==> config.mk <==
export PLATFORM = sky130hd
export DESIGN_NAME = dispatch_pipe
export DESIGN_NICKNAME = d
export VERILOG_FILES = /design/src/dispatch_pkg.sv /design/src/dispatch_ctrl_regs.sv /design/src/dispatch_mem_regs.sv /design/src/dispatch_operand_regs.sv /design/src/dispatch_pipe.sv
export SDC_FILE = /design/constraint.sdc
export NUM_CORES = 1
export LEC_CHECK = 0
export BUFFER_PORTS_ARGS = -buffer_cell sky130_fd_sc_hd__buf_2
export CORE_AREA = 2 2 315 317
export DETAILED_ROUTE_END_ITERATION = 16
export DIE_AREA = 0 0 317 319
export GPL_TIMING_DRIVEN = 0
export HOLD_SLACK_MARGIN = 0.02
export MAX_ROUTING_LAYER = met4
export SYNTH_ARGS = -nofsm -noshare
export SYNTH_HDL_FRONTEND = slang
export SYNTH_SLANG_ARGS = --single-unit
==> constraint.sdc <==
create_clock -name clk -period 1.6 [get_ports clk]
set_input_delay 0.32 -clock clk [delete_from_list [all_inputs] [get_ports clk]]
set_output_delay 0.32 -clock clk [all_outputs]
set_load 0.03 [all_outputs]
==> src/dispatch_pkg.sv <==
// widths, stall flag bit positions, sys-op indices and the shared bjp/mem op word
package dispatch_pkg;

    localparam int XLEN       = 32;  // machine word
    localparam int REG_ADDR_W = 5;
    localparam int ALU_OP_W   = 4;

    // stall flag bus from the control unit
    localparam int CU_BUS_W          = 4;
    localparam int CU_FLUSH          = 0;
    localparam int CU_STALL_AGU      = 1;
    localparam int CU_STALL_DISPATCH = 2;

    // one bit per system op
    localparam int SYS_OP_W   = 6;
    localparam int SYS_NOP    = 0;  // only bit that survives a flush
    localparam int SYS_MRET   = 1;
    localparam int SYS_ECALL  = 2;
    localparam int SYS_EBREAK = 3;
    localparam int SYS_FENCE  = 4;
    localparam int SYS_DRET   = 5;

    typedef struct packed {
        logic jal;
        logic beq;
        logic bne;
        logic blt;
        logic bltu;
        logic bge;
        logic bgeu;
        logic jalr;
    } bjp_op_t;

    typedef struct packed {
        logic lb;
        logic lh;
        logic lw;
        logic lbu;
        logic lhu;
        logic load;
        logic store;
        logic spare;
    } mem_op_t;

    // bjp and mem requests never overlap, so they share one op word
    typedef union packed {
        bjp_op_t bjp;
        mem_op_t mem;
    } fu_op_u;

endpackage

==> src/dispatch_ctrl_regs.sv <==
// stall and flush decode plus the flushable valid, request, sys-op and exception registers
`timescale 1ns/1ns

module dispatch_ctrl_regs
    import dispatch_pkg::*;
(
    input  logic                clk,
    input  logic                rst_n_i,
    input  logic [CU_BUS_W-1:0] stall_flag_i,

    input  logic                inst_valid_i,
    input  logic                req_alu_i,
    input  logic                req_bjp_i,
    input  logic                req_mem_i,
    input  logic                illegal_inst_i,
    input  logic                misaligned_load_i,
    input  logic                misaligned_store_i,
    input  logic [SYS_OP_W-1:0] sys_op_i,

    output logic                upd_en_o,          // load enable for the payload slices
    output logic                inst_valid_o,
    output logic                req_alu_o,
    output logic                req_bjp_o,
    output logic                req_mem_o,
    output logic                illegal_inst_o,
    output logic                misaligned_load_o,
    output logic                misaligned_store_o,
    output logic [SYS_OP_W-1:0] sys_op_o
);

    // nop is the one sys op a flush leaves alone
    localparam logic [SYS_OP_W-1:0] SYS_KEEP_MASK = SYS_OP_W'(1) << SYS_NOP;

    logic                flush_en;
    logic [SYS_OP_W-1:0] sys_op_nxt;

    // agu stall kills the item just like a flush
    assign flush_en = stall_flag_i[CU_FLUSH] | stall_flag_i[CU_STALL_AGU];
    assign upd_en_o = ~stall_flag_i[CU_STALL_DISPATCH];

    always_comb begin
        sys_op_nxt = sys_op_i;
        if (flush_en) begin
            sys_op_nxt = sys_op_i & SYS_KEEP_MASK;
        end
    end

    always_ff @(posedge clk or negedge rst_n_i) begin
        if (!rst_n_i) begin
            inst_valid_o       <= 1'b0;
            req_alu_o          <= 1'b0;
            req_bjp_o          <= 1'b0;
            req_mem_o          <= 1'b0;
            illegal_inst_o     <= 1'b0;
            misaligned_load_o  <= 1'b0;
            misaligned_store_o <= 1'b0;
            sys_op_o           <= '0;
        end else if (upd_en_o) begin  // dispatch stall masks any flush
            inst_valid_o       <= inst_valid_i & ~flush_en;
            req_alu_o          <= req_alu_i & ~flush_en;
            req_bjp_o          <= req_bjp_i & ~flush_en;
            req_mem_o          <= req_mem_i & ~flush_en;
            // exceptions of a killed item must not reach commit
            illegal_inst_o     <= illegal_inst_i & ~flush_en;
            misaligned_load_o  <= misaligned_load_i & ~flush_en;
            misaligned_store_o <= misaligned_store_i & ~flush_en;
            sys_op_o           <= sys_op_nxt;
        end
    end

endmodule

==> src/dispatch_mem_regs.sv <==
// memory access description registers and the shared bjp/mem op word
`timescale 1ns/1ns

module dispatch_mem_regs
    import dispatch_pkg::*;
#(
    parameter int COMMIT_ID_W = 3,
    parameter int MEM_DATA_W  = 64
) (
    input  logic                    clk,
    input  logic                    rst_n_i,
    input  logic                    upd_en_i,

    input  logic [XLEN-1:0]         mem_addr_i,
    input  logic [MEM_DATA_W/8-1:0] mem_wmask_i,
    input  logic [MEM_DATA_W-1:0]   mem_wdata_i,
    input  logic [COMMIT_ID_W-1:0]  mem_commit_id_i,
    input  logic [REG_ADDR_W-1:0]   mem_reg_waddr_i,
    input  fu_op_u                  fu_op_i,

    output logic [XLEN-1:0]         mem_addr_o,
    output logic [MEM_DATA_W/8-1:0] mem_wmask_o,
    output logic [MEM_DATA_W-1:0]   mem_wdata_o,
    output logic [COMMIT_ID_W-1:0]  mem_commit_id_o,
    output logic [REG_ADDR_W-1:0]   mem_reg_waddr_o,
    output fu_op_u                  fu_op_o          // bjp unit and lsu read their own view
);

    always_ff @(posedge clk or negedge rst_n_i) begin
        if (!rst_n_i) begin
            mem_addr_o      <= '0;
            mem_wmask_o     <= '0;
            mem_wdata_o     <= '0;
            mem_commit_id_o <= '0;
            mem_reg_waddr_o <= '0;
            fu_op_o         <= '0;
        end else if (upd_en_i) begin
            mem_addr_o      <= mem_addr_i;   // already computed by the agu
            mem_wmask_o     <= mem_wmask_i;
            mem_wdata_o     <= mem_wdata_i;  // lane aligned store data
            // the lsu writes back under its own id
            mem_commit_id_o <= mem_commit_id_i;
            mem_reg_waddr_o <= mem_reg_waddr_i;
            fu_op_o         <= fu_op_i;
        end
    end

endmodule

==> src/dispatch_operand_regs.sv <==
// enable-gated register bank for instruction info, alu operands and bjp operands
`timescale 1ns/1ns

module dispatch_operand_regs
    import dispatch_pkg::*;
#(
    parameter int COMMIT_ID_W = 3
) (
    input  logic                   clk,
    input  logic                   rst_n_i,
    input  logic                   upd_en_i,

    input  logic [XLEN-1:0]        inst_i,
    input  logic [XLEN-1:0]        inst_addr_i,
    input  logic [COMMIT_ID_W-1:0] commit_id_i,
    input  logic                   reg_we_i,
    input  logic [REG_ADDR_W-1:0]  reg_waddr_i,
    input  logic [XLEN-1:0]        alu_op1_i,
    input  logic [XLEN-1:0]        alu_op2_i,
    input  logic [ALU_OP_W-1:0]    alu_op_info_i,
    input  logic [XLEN-1:0]        bjp_op1_i,
    input  logic [XLEN-1:0]        bjp_op2_i,
    input  logic [XLEN-1:0]        bjp_jump_op1_i,
    input  logic [XLEN-1:0]        bjp_jump_op2_i,

    output logic [XLEN-1:0]        inst_o,
    output logic [XLEN-1:0]        inst_addr_o,
    output logic [COMMIT_ID_W-1:0] commit_id_o,
    output logic                   reg_we_o,
    output logic [REG_ADDR_W-1:0]  reg_waddr_o,
    output logic [XLEN-1:0]        alu_op1_o,
    output logic [XLEN-1:0]        alu_op2_o,
    output logic [ALU_OP_W-1:0]    alu_op_info_o,
    output logic [XLEN-1:0]        bjp_op1_o,
    output logic [XLEN-1:0]        bjp_op2_o,
    output logic [XLEN-1:0]        bjp_jump_op1_o,
    output logic [XLEN-1:0]        bjp_jump_op2_o
);

    // payload loads even on flush, the request bits gate its use
    always_ff @(posedge clk or negedge rst_n_i) begin
        if (!rst_n_i) begin
            inst_o         <= '0;
            inst_addr_o    <= '0;
            commit_id_o    <= '0;
            reg_we_o       <= 1'b0;
            reg_waddr_o    <= '0;
            alu_op1_o      <= '0;
            alu_op2_o      <= '0;
            alu_op_info_o  <= '0;
            bjp_op1_o      <= '0;
            bjp_op2_o      <= '0;
            bjp_jump_op1_o <= '0;
            bjp_jump_op2_o <= '0;
        end else if (upd_en_i) begin
            inst_o         <= inst_i;
            inst_addr_o    <= inst_addr_i;
            commit_id_o    <= commit_id_i;
            reg_we_o       <= reg_we_i;
            reg_waddr_o    <= reg_waddr_i;
            alu_op1_o      <= alu_op1_i;
            alu_op2_o      <= alu_op2_i;
            alu_op_info_o  <= alu_op_info_i;
            bjp_op1_o      <= bjp_op1_i;       // compare operands
            bjp_op2_o      <= bjp_op2_i;
            bjp_jump_op1_o <= bjp_jump_op1_i;  // target = op1 + op2
            bjp_jump_op2_o <= bjp_jump_op2_i;
        end
    end

endmodule

==> src/dispatch_pipe.sv <==
// dispatch to execute pipeline register built from control, operand and memory slices
`timescale 1ns/1ns

module dispatch_pipe
    import dispatch_pkg::*;
#(
    parameter int COMMIT_ID_W = 3,
    parameter int MEM_DATA_W  = 64
) (
    input  logic                    clk,
    input  logic                    rst_n_i,
    input  logic [CU_BUS_W-1:0]     stall_flag_i,     // flush / agu stall / dispatch stall

    input  logic                    inst_valid_i,
    input  logic [XLEN-1:0]         inst_i,
    input  logic [XLEN-1:0]         inst_addr_i,
    input  logic [COMMIT_ID_W-1:0]  commit_id_i,
    input  logic                    reg_we_i,
    input  logic [REG_ADDR_W-1:0]   reg_waddr_i,
    input  logic                    illegal_inst_i,
    input  logic                    req_alu_i,
    input  logic [XLEN-1:0]         alu_op1_i,
    input  logic [XLEN-1:0]         alu_op2_i,
    input  logic [ALU_OP_W-1:0]     alu_op_info_i,
    input  logic                    req_bjp_i,
    input  logic [XLEN-1:0]         bjp_op1_i,
    input  logic [XLEN-1:0]         bjp_op2_i,
    input  logic [XLEN-1:0]         bjp_jump_op1_i,
    input  logic [XLEN-1:0]         bjp_jump_op2_i,
    input  logic                    req_mem_i,
    input  logic [XLEN-1:0]         mem_addr_i,
    input  logic [MEM_DATA_W/8-1:0] mem_wmask_i,
    input  logic [MEM_DATA_W-1:0]   mem_wdata_i,
    input  logic [COMMIT_ID_W-1:0]  mem_commit_id_i,
    input  logic [REG_ADDR_W-1:0]   mem_reg_waddr_i,
    input  logic                    misaligned_load_i,
    input  logic                    misaligned_store_i,
    input  fu_op_u                  fu_op_i,
    input  logic [SYS_OP_W-1:0]     sys_op_i,

    output logic                    inst_valid_o,
    output logic [XLEN-1:0]         inst_o,
    output logic [XLEN-1:0]         inst_addr_o,
    output logic [COMMIT_ID_W-1:0]  commit_id_o,
    output logic                    reg_we_o,
    output logic [REG_ADDR_W-1:0]   reg_waddr_o,
    output logic                    illegal_inst_o,
    output logic                    req_alu_o,
    output logic [XLEN-1:0]         alu_op1_o,
    output logic [XLEN-1:0]         alu_op2_o,
    output logic [ALU_OP_W-1:0]     alu_op_info_o,
    output logic                    req_bjp_o,
    output logic [XLEN-1:0]         bjp_op1_o,
    output logic [XLEN-1:0]         bjp_op2_o,
    output logic [XLEN-1:0]         bjp_jump_op1_o,
    output logic [XLEN-1:0]         bjp_jump_op2_o,
    output logic                    req_mem_o,
    output logic [XLEN-1:0]         mem_addr_o,
    output logic [MEM_DATA_W/8-1:0] mem_wmask_o,
    output logic [MEM_DATA_W-1:0]   mem_wdata_o,
    output logic [COMMIT_ID_W-1:0]  mem_commit_id_o,
    output logic [REG_ADDR_W-1:0]   mem_reg_waddr_o,
    output logic                    misaligned_load_o,
    output logic                    misaligned_store_o,
    output fu_op_u                  fu_op_o,
    output logic [SYS_OP_W-1:0]     sys_op_o
);

    logic upd_en;  // high while dispatch is not stalled

    dispatch_ctrl_regs u_ctrl_regs (
        .clk                (clk),
        .rst_n_i            (rst_n_i),
        .stall_flag_i       (stall_flag_i),
        .inst_valid_i       (inst_valid_i),
        .req_alu_i          (req_alu_i),
        .req_bjp_i          (req_bjp_i),
        .req_mem_i          (req_mem_i),
        .illegal_inst_i     (illegal_inst_i),
        .misaligned_load_i  (misaligned_load_i),
        .misaligned_store_i (misaligned_store_i),
        .sys_op_i           (sys_op_i),
        .upd_en_o           (upd_en),
        .inst_valid_o       (inst_valid_o),
        .req_alu_o          (req_alu_o),
        .req_bjp_o          (req_bjp_o),
        .req_mem_o          (req_mem_o),
        .illegal_inst_o     (illegal_inst_o),
        .misaligned_load_o  (misaligned_load_o),
        .misaligned_store_o (misaligned_store_o),
        .sys_op_o           (sys_op_o)
    );

    // payload slices only see the update enable
    dispatch_operand_regs #(
        .COMMIT_ID_W (COMMIT_ID_W)
    ) u_operand_regs (
        .clk            (clk),
        .rst_n_i        (rst_n_i),
        .upd_en_i       (upd_en),
        .inst_i         (inst_i),
        .inst_addr_i    (inst_addr_i),
        .commit_id_i    (commit_id_i),
        .reg_we_i       (reg_we_i),
        .reg_waddr_i    (reg_waddr_i),
        .alu_op1_i      (alu_op1_i),
        .alu_op2_i      (alu_op2_i),
        .alu_op_info_i  (alu_op_info_i),
        .bjp_op1_i      (bjp_op1_i),
        .bjp_op2_i      (bjp_op2_i),
        .bjp_jump_op1_i (bjp_jump_op1_i),
        .bjp_jump_op2_i (bjp_jump_op2_i),
        .inst_o         (inst_o),
        .inst_addr_o    (inst_addr_o),
        .commit_id_o    (commit_id_o),
        .reg_we_o       (reg_we_o),
        .reg_waddr_o    (reg_waddr_o),
        .alu_op1_o      (alu_op1_o),
        .alu_op2_o      (alu_op2_o),
        .alu_op_info_o  (alu_op_info_o),
        .bjp_op1_o      (bjp_op1_o),
        .bjp_op2_o      (bjp_op2_o),
        .bjp_jump_op1_o (bjp_jump_op1_o),
        .bjp_jump_op2_o (bjp_jump_op2_o)
    );

    dispatch_mem_regs #(
        .COMMIT_ID_W (COMMIT_ID_W),
        .MEM_DATA_W  (MEM_DATA_W)
    ) u_mem_regs (
        .clk             (clk),
        .rst_n_i         (rst_n_i),
        .upd_en_i        (upd_en),
        .mem_addr_i      (mem_addr_i),
        .mem_wmask_i     (mem_wmask_i),
        .mem_wdata_i     (mem_wdata_i),
        .mem_commit_id_i (mem_commit_id_i),
        .mem_reg_waddr_i (mem_reg_waddr_i),
        .fu_op_i         (fu_op_i),
        .mem_addr_o      (mem_addr_o),
        .mem_wmask_o     (mem_wmask_o),
        .mem_wdata_o     (mem_wdata_o),
        .mem_commit_id_o (mem_commit_id_o),
        .mem_reg_waddr_o (mem_reg_waddr_o),
        .fu_op_o         (fu_op_o)
    );

endmodule

==> qor.csv <==
metric;value;unit
Inserted Clock Buffers;48;
post-synthesis mux area share;0.2905;
Mapped Nets;1272;
routed wire length;55030;um
Yosys cell types;9;
Cell Count, Final, Fillers Out;3434;
R2R Setup Slk;0.74;ns
Sink Count;402;
pin count of the biggest net entering global routing;112;
synthesized area;15120;sq um
hpwl dp;38790;um
Synthesis Warnings;0;
total global routing overflow;0;
CP max stage cell;dfrtp_1;
CP startpoint kind;flop;
Placer Congestion;0.8027;
CP delay by family, top;flip-flops;
worst-path cell chain;buf_2;
die height;319;um
Req. time, crit path;1.28;ns
drt pass-1 iters;6;
crit path kind;flop to primary output;
worst hold slack;-0.2990;ns
Synth Area in Compound Gates;0.006951;
post-route antenna net violation count;0;
Core Area;97700;sq um
RSZ-0062 raised after global routing;false;
sequential share of the synthesized area;0.6653;
row count;115;
Hold Crit Class;input pin to asynchronous set/reset pin;
CTS root buf;clkbuf_16;
Clock Latency Late Sink;0.57;ns
xor/xnor share of the synthesized area;0;
min cycle time layout;1.558;ns
initial core utilization;0.1548;
CP max FO;2;
IO Pins;810;
Final Setup Violations;0;
area delta synth->final;75.10;%
post-synth top area cell;dfrtp_1;
initial antenna violation count;1;
DRT iter0 DRCs;396;
top-area cell type share of the netlist area;0.6653;
P per Cell Area;1120;nW/um^2
outcome;finished, violations left;
DR WL/cell;16.02;um
fin. max-slew vios;0;
Max Freq;641.7;MHz
LEAKAGE;12.29;nW
largest family of logic cells by synthesized area;multiplexers;
die area;101100;sq um
vias;12300;
CP Capture Type;primary output;
Fin. Hold Viols;85;
crit-path max cell delay;0.42;ns
post-synthesis simple-gate area fraction;0.005214;
syn_area_per_cell;17.50;sq um
failing checks;negative hold slack;
Post-CTS Setup Bufs;0;
deepest level of the CTS H-tree;2;
Max clock buf depth;3;
hold buffer count at CTS;389;
Max-slew headroom;0.5243;
placed cell count;2961;
Crit path arrival time;1.24;ns
vias per cell;3.581;
vias in the first global route;13790;
Post-Synthesis Cells;864;
Clock Pin Slew Worst Setup and Hold Paths;0.06;ns
Tot GR Track Use;0.1069;
fin crit share;0.9740;
skew final;0;ns
Post-Synth Adder-Cell Area;0;
critical path startpoint;u_operand_regs.inst_addr_o[4];
WP buf/inv;1;
DRC;0;
fin nets;2521;
die width;317;um
maximum VDD drop;852.5;uV
CTS tree;built;
I/O Buffers;807;
first-pass GRT wire length;79750;um
Least-Margin Pin Slew;0.7135;ns
Worst R2R Start;u_operand_regs.bjp_jump_op1_o[10];
share of layout cells above drive strength 1;0.6165;
max-cap violations;0;
synth top area cells;dfrtp_1 67%, mux2_2 29%, buf_6 3.0%, a22o_1 0.70%, nor2b_1 0.50%;
post-layout util;0.2710;
Synth Register Bits;402;
-- timing repair --
item,in CTS,in global routing
resized for setup,22,7
pin swaps,0,0
cloned,0,0
setup endpoints to repair,13,6
hold endpoints to repair,474,85
-- synth_stat cells --
library cell,count
mux2_2,386
nor2_1,1
mux2_1,4
buf_6,40
buf_2,6
nor2b_1,12
a22o_1,12
clkbuf_1,1
dfrtp_1,402
-- cell families after synthesis --
kind of cell / count (synthesis)
muxes: 390
AOI/OAI and AO/OA: 12
buffers and inverters: 47
and+or+nand+nor: 13
DFF: 402
-- registers in the layout (all words and copies together), names as in the netlist, 32 cells and up --
| name | flops |
|---|---|
| u_mem_regs.mem_wdata_o | 64 |
| u_operand_regs.bjp_jump_op2_o | 32 |
| u_operand_regs.bjp_op2_o | 32 |
| u_operand_regs.bjp_op1_o | 32 |
| u_mem_regs.mem_addr_o | 32 |
| u_operand_regs.inst_o | 32 |
| u_operand_regs.alu_op2_o | 32 |
| u_operand_regs.inst_addr_o | 32 |
| u_operand_regs.alu_op1_o | 32 |
| u_operand_regs.bjp_jump_op1_o | 32 |
-- worst paths after layout --
path / depth (start not counted) / to
min: 1 / u_operand_regs.bjp_jump_op2_o[20]
max reg2reg: 1 / u_operand_regs.bjp_jump_op1_o[10]
min reg2reg: 1 / u_operand_regs.inst_addr_o[17]
max in group asynchronous: 3 / u_ctrl_regs.req_mem_o
min in group clk: 2 / u_operand_regs.bjp_jump_op1_o[27]
max: 1 / inst_addr_o[4]
-- power by group --
group          leakage [nW]  internal, mW  total, mW  switching (mW)
clock                 0.813          7.13       11.5            4.36
combinational          6.76          2.69       6.43            3.74
sequential             4.72          11.2       11.7           0.536
-- placed cells by master, fill, tap and decap left out, types with 7 or more instances in the layout --
| cell type | instances |
|---|---|
| nor2b_1 | 12 |
| clkbuf_16 | 49 |
| dfrtp_1 | 396 |
| bufinv_16 | 8 |
| clkinv_2 | 10 |
| buf_4 | 7 |
| a22o_1 | 12 |
| mux2_2 | 386 |
| buf_2 | 797 |
| clkbuf_1 | 9 |
| dlygate4sd3_1 | 389 |
| buf_6 | 47 |
-- final cells by class --
type | instances | area (sq um)
Fill cell | 9914 | 71230
Clock buffer | 63 | 1339
Antenna cell | 1 | 2.502
Sequential cell | 402 | 10070
Clock inverter | 20 | 306.5
Tap cell | 1287 | 1610
Multi-Input combinational cell | 415 | 4576
Timing Repair Buffer | 1199 | 8089
Buffer | 47 | 484.2
-- stage by stage --
stage               setup WS [ns]  hold slack [ns]  cell area (sq um)  setup TNS (ns)  power (mW)
finish                    0.04164          -0.2990              26470               0       29.64
global route             0.001397          -0.2603              26470               0       30.90
detailed placement        -0.3732           0.3815              20860          -40.19       17.50
CTS                     0.0004483          -0.2843              26450               0       30.02
global placement           -8.334           0.4733              20770        -3283.49       17.41
floorplan                  0.4321          0.02441              15120               0       15.16
-- per-layer routing --
layer  up-vias  GRT usage  part of all wire
met3       125    0.03043             0.079
met4         0    0.05314             0.051
met1      6044     0.1062              0.36
met2       574     0.1896              0.51
met5         -          -                 0
li1       5554          -                 -
(Power assumes the default switching activity.)
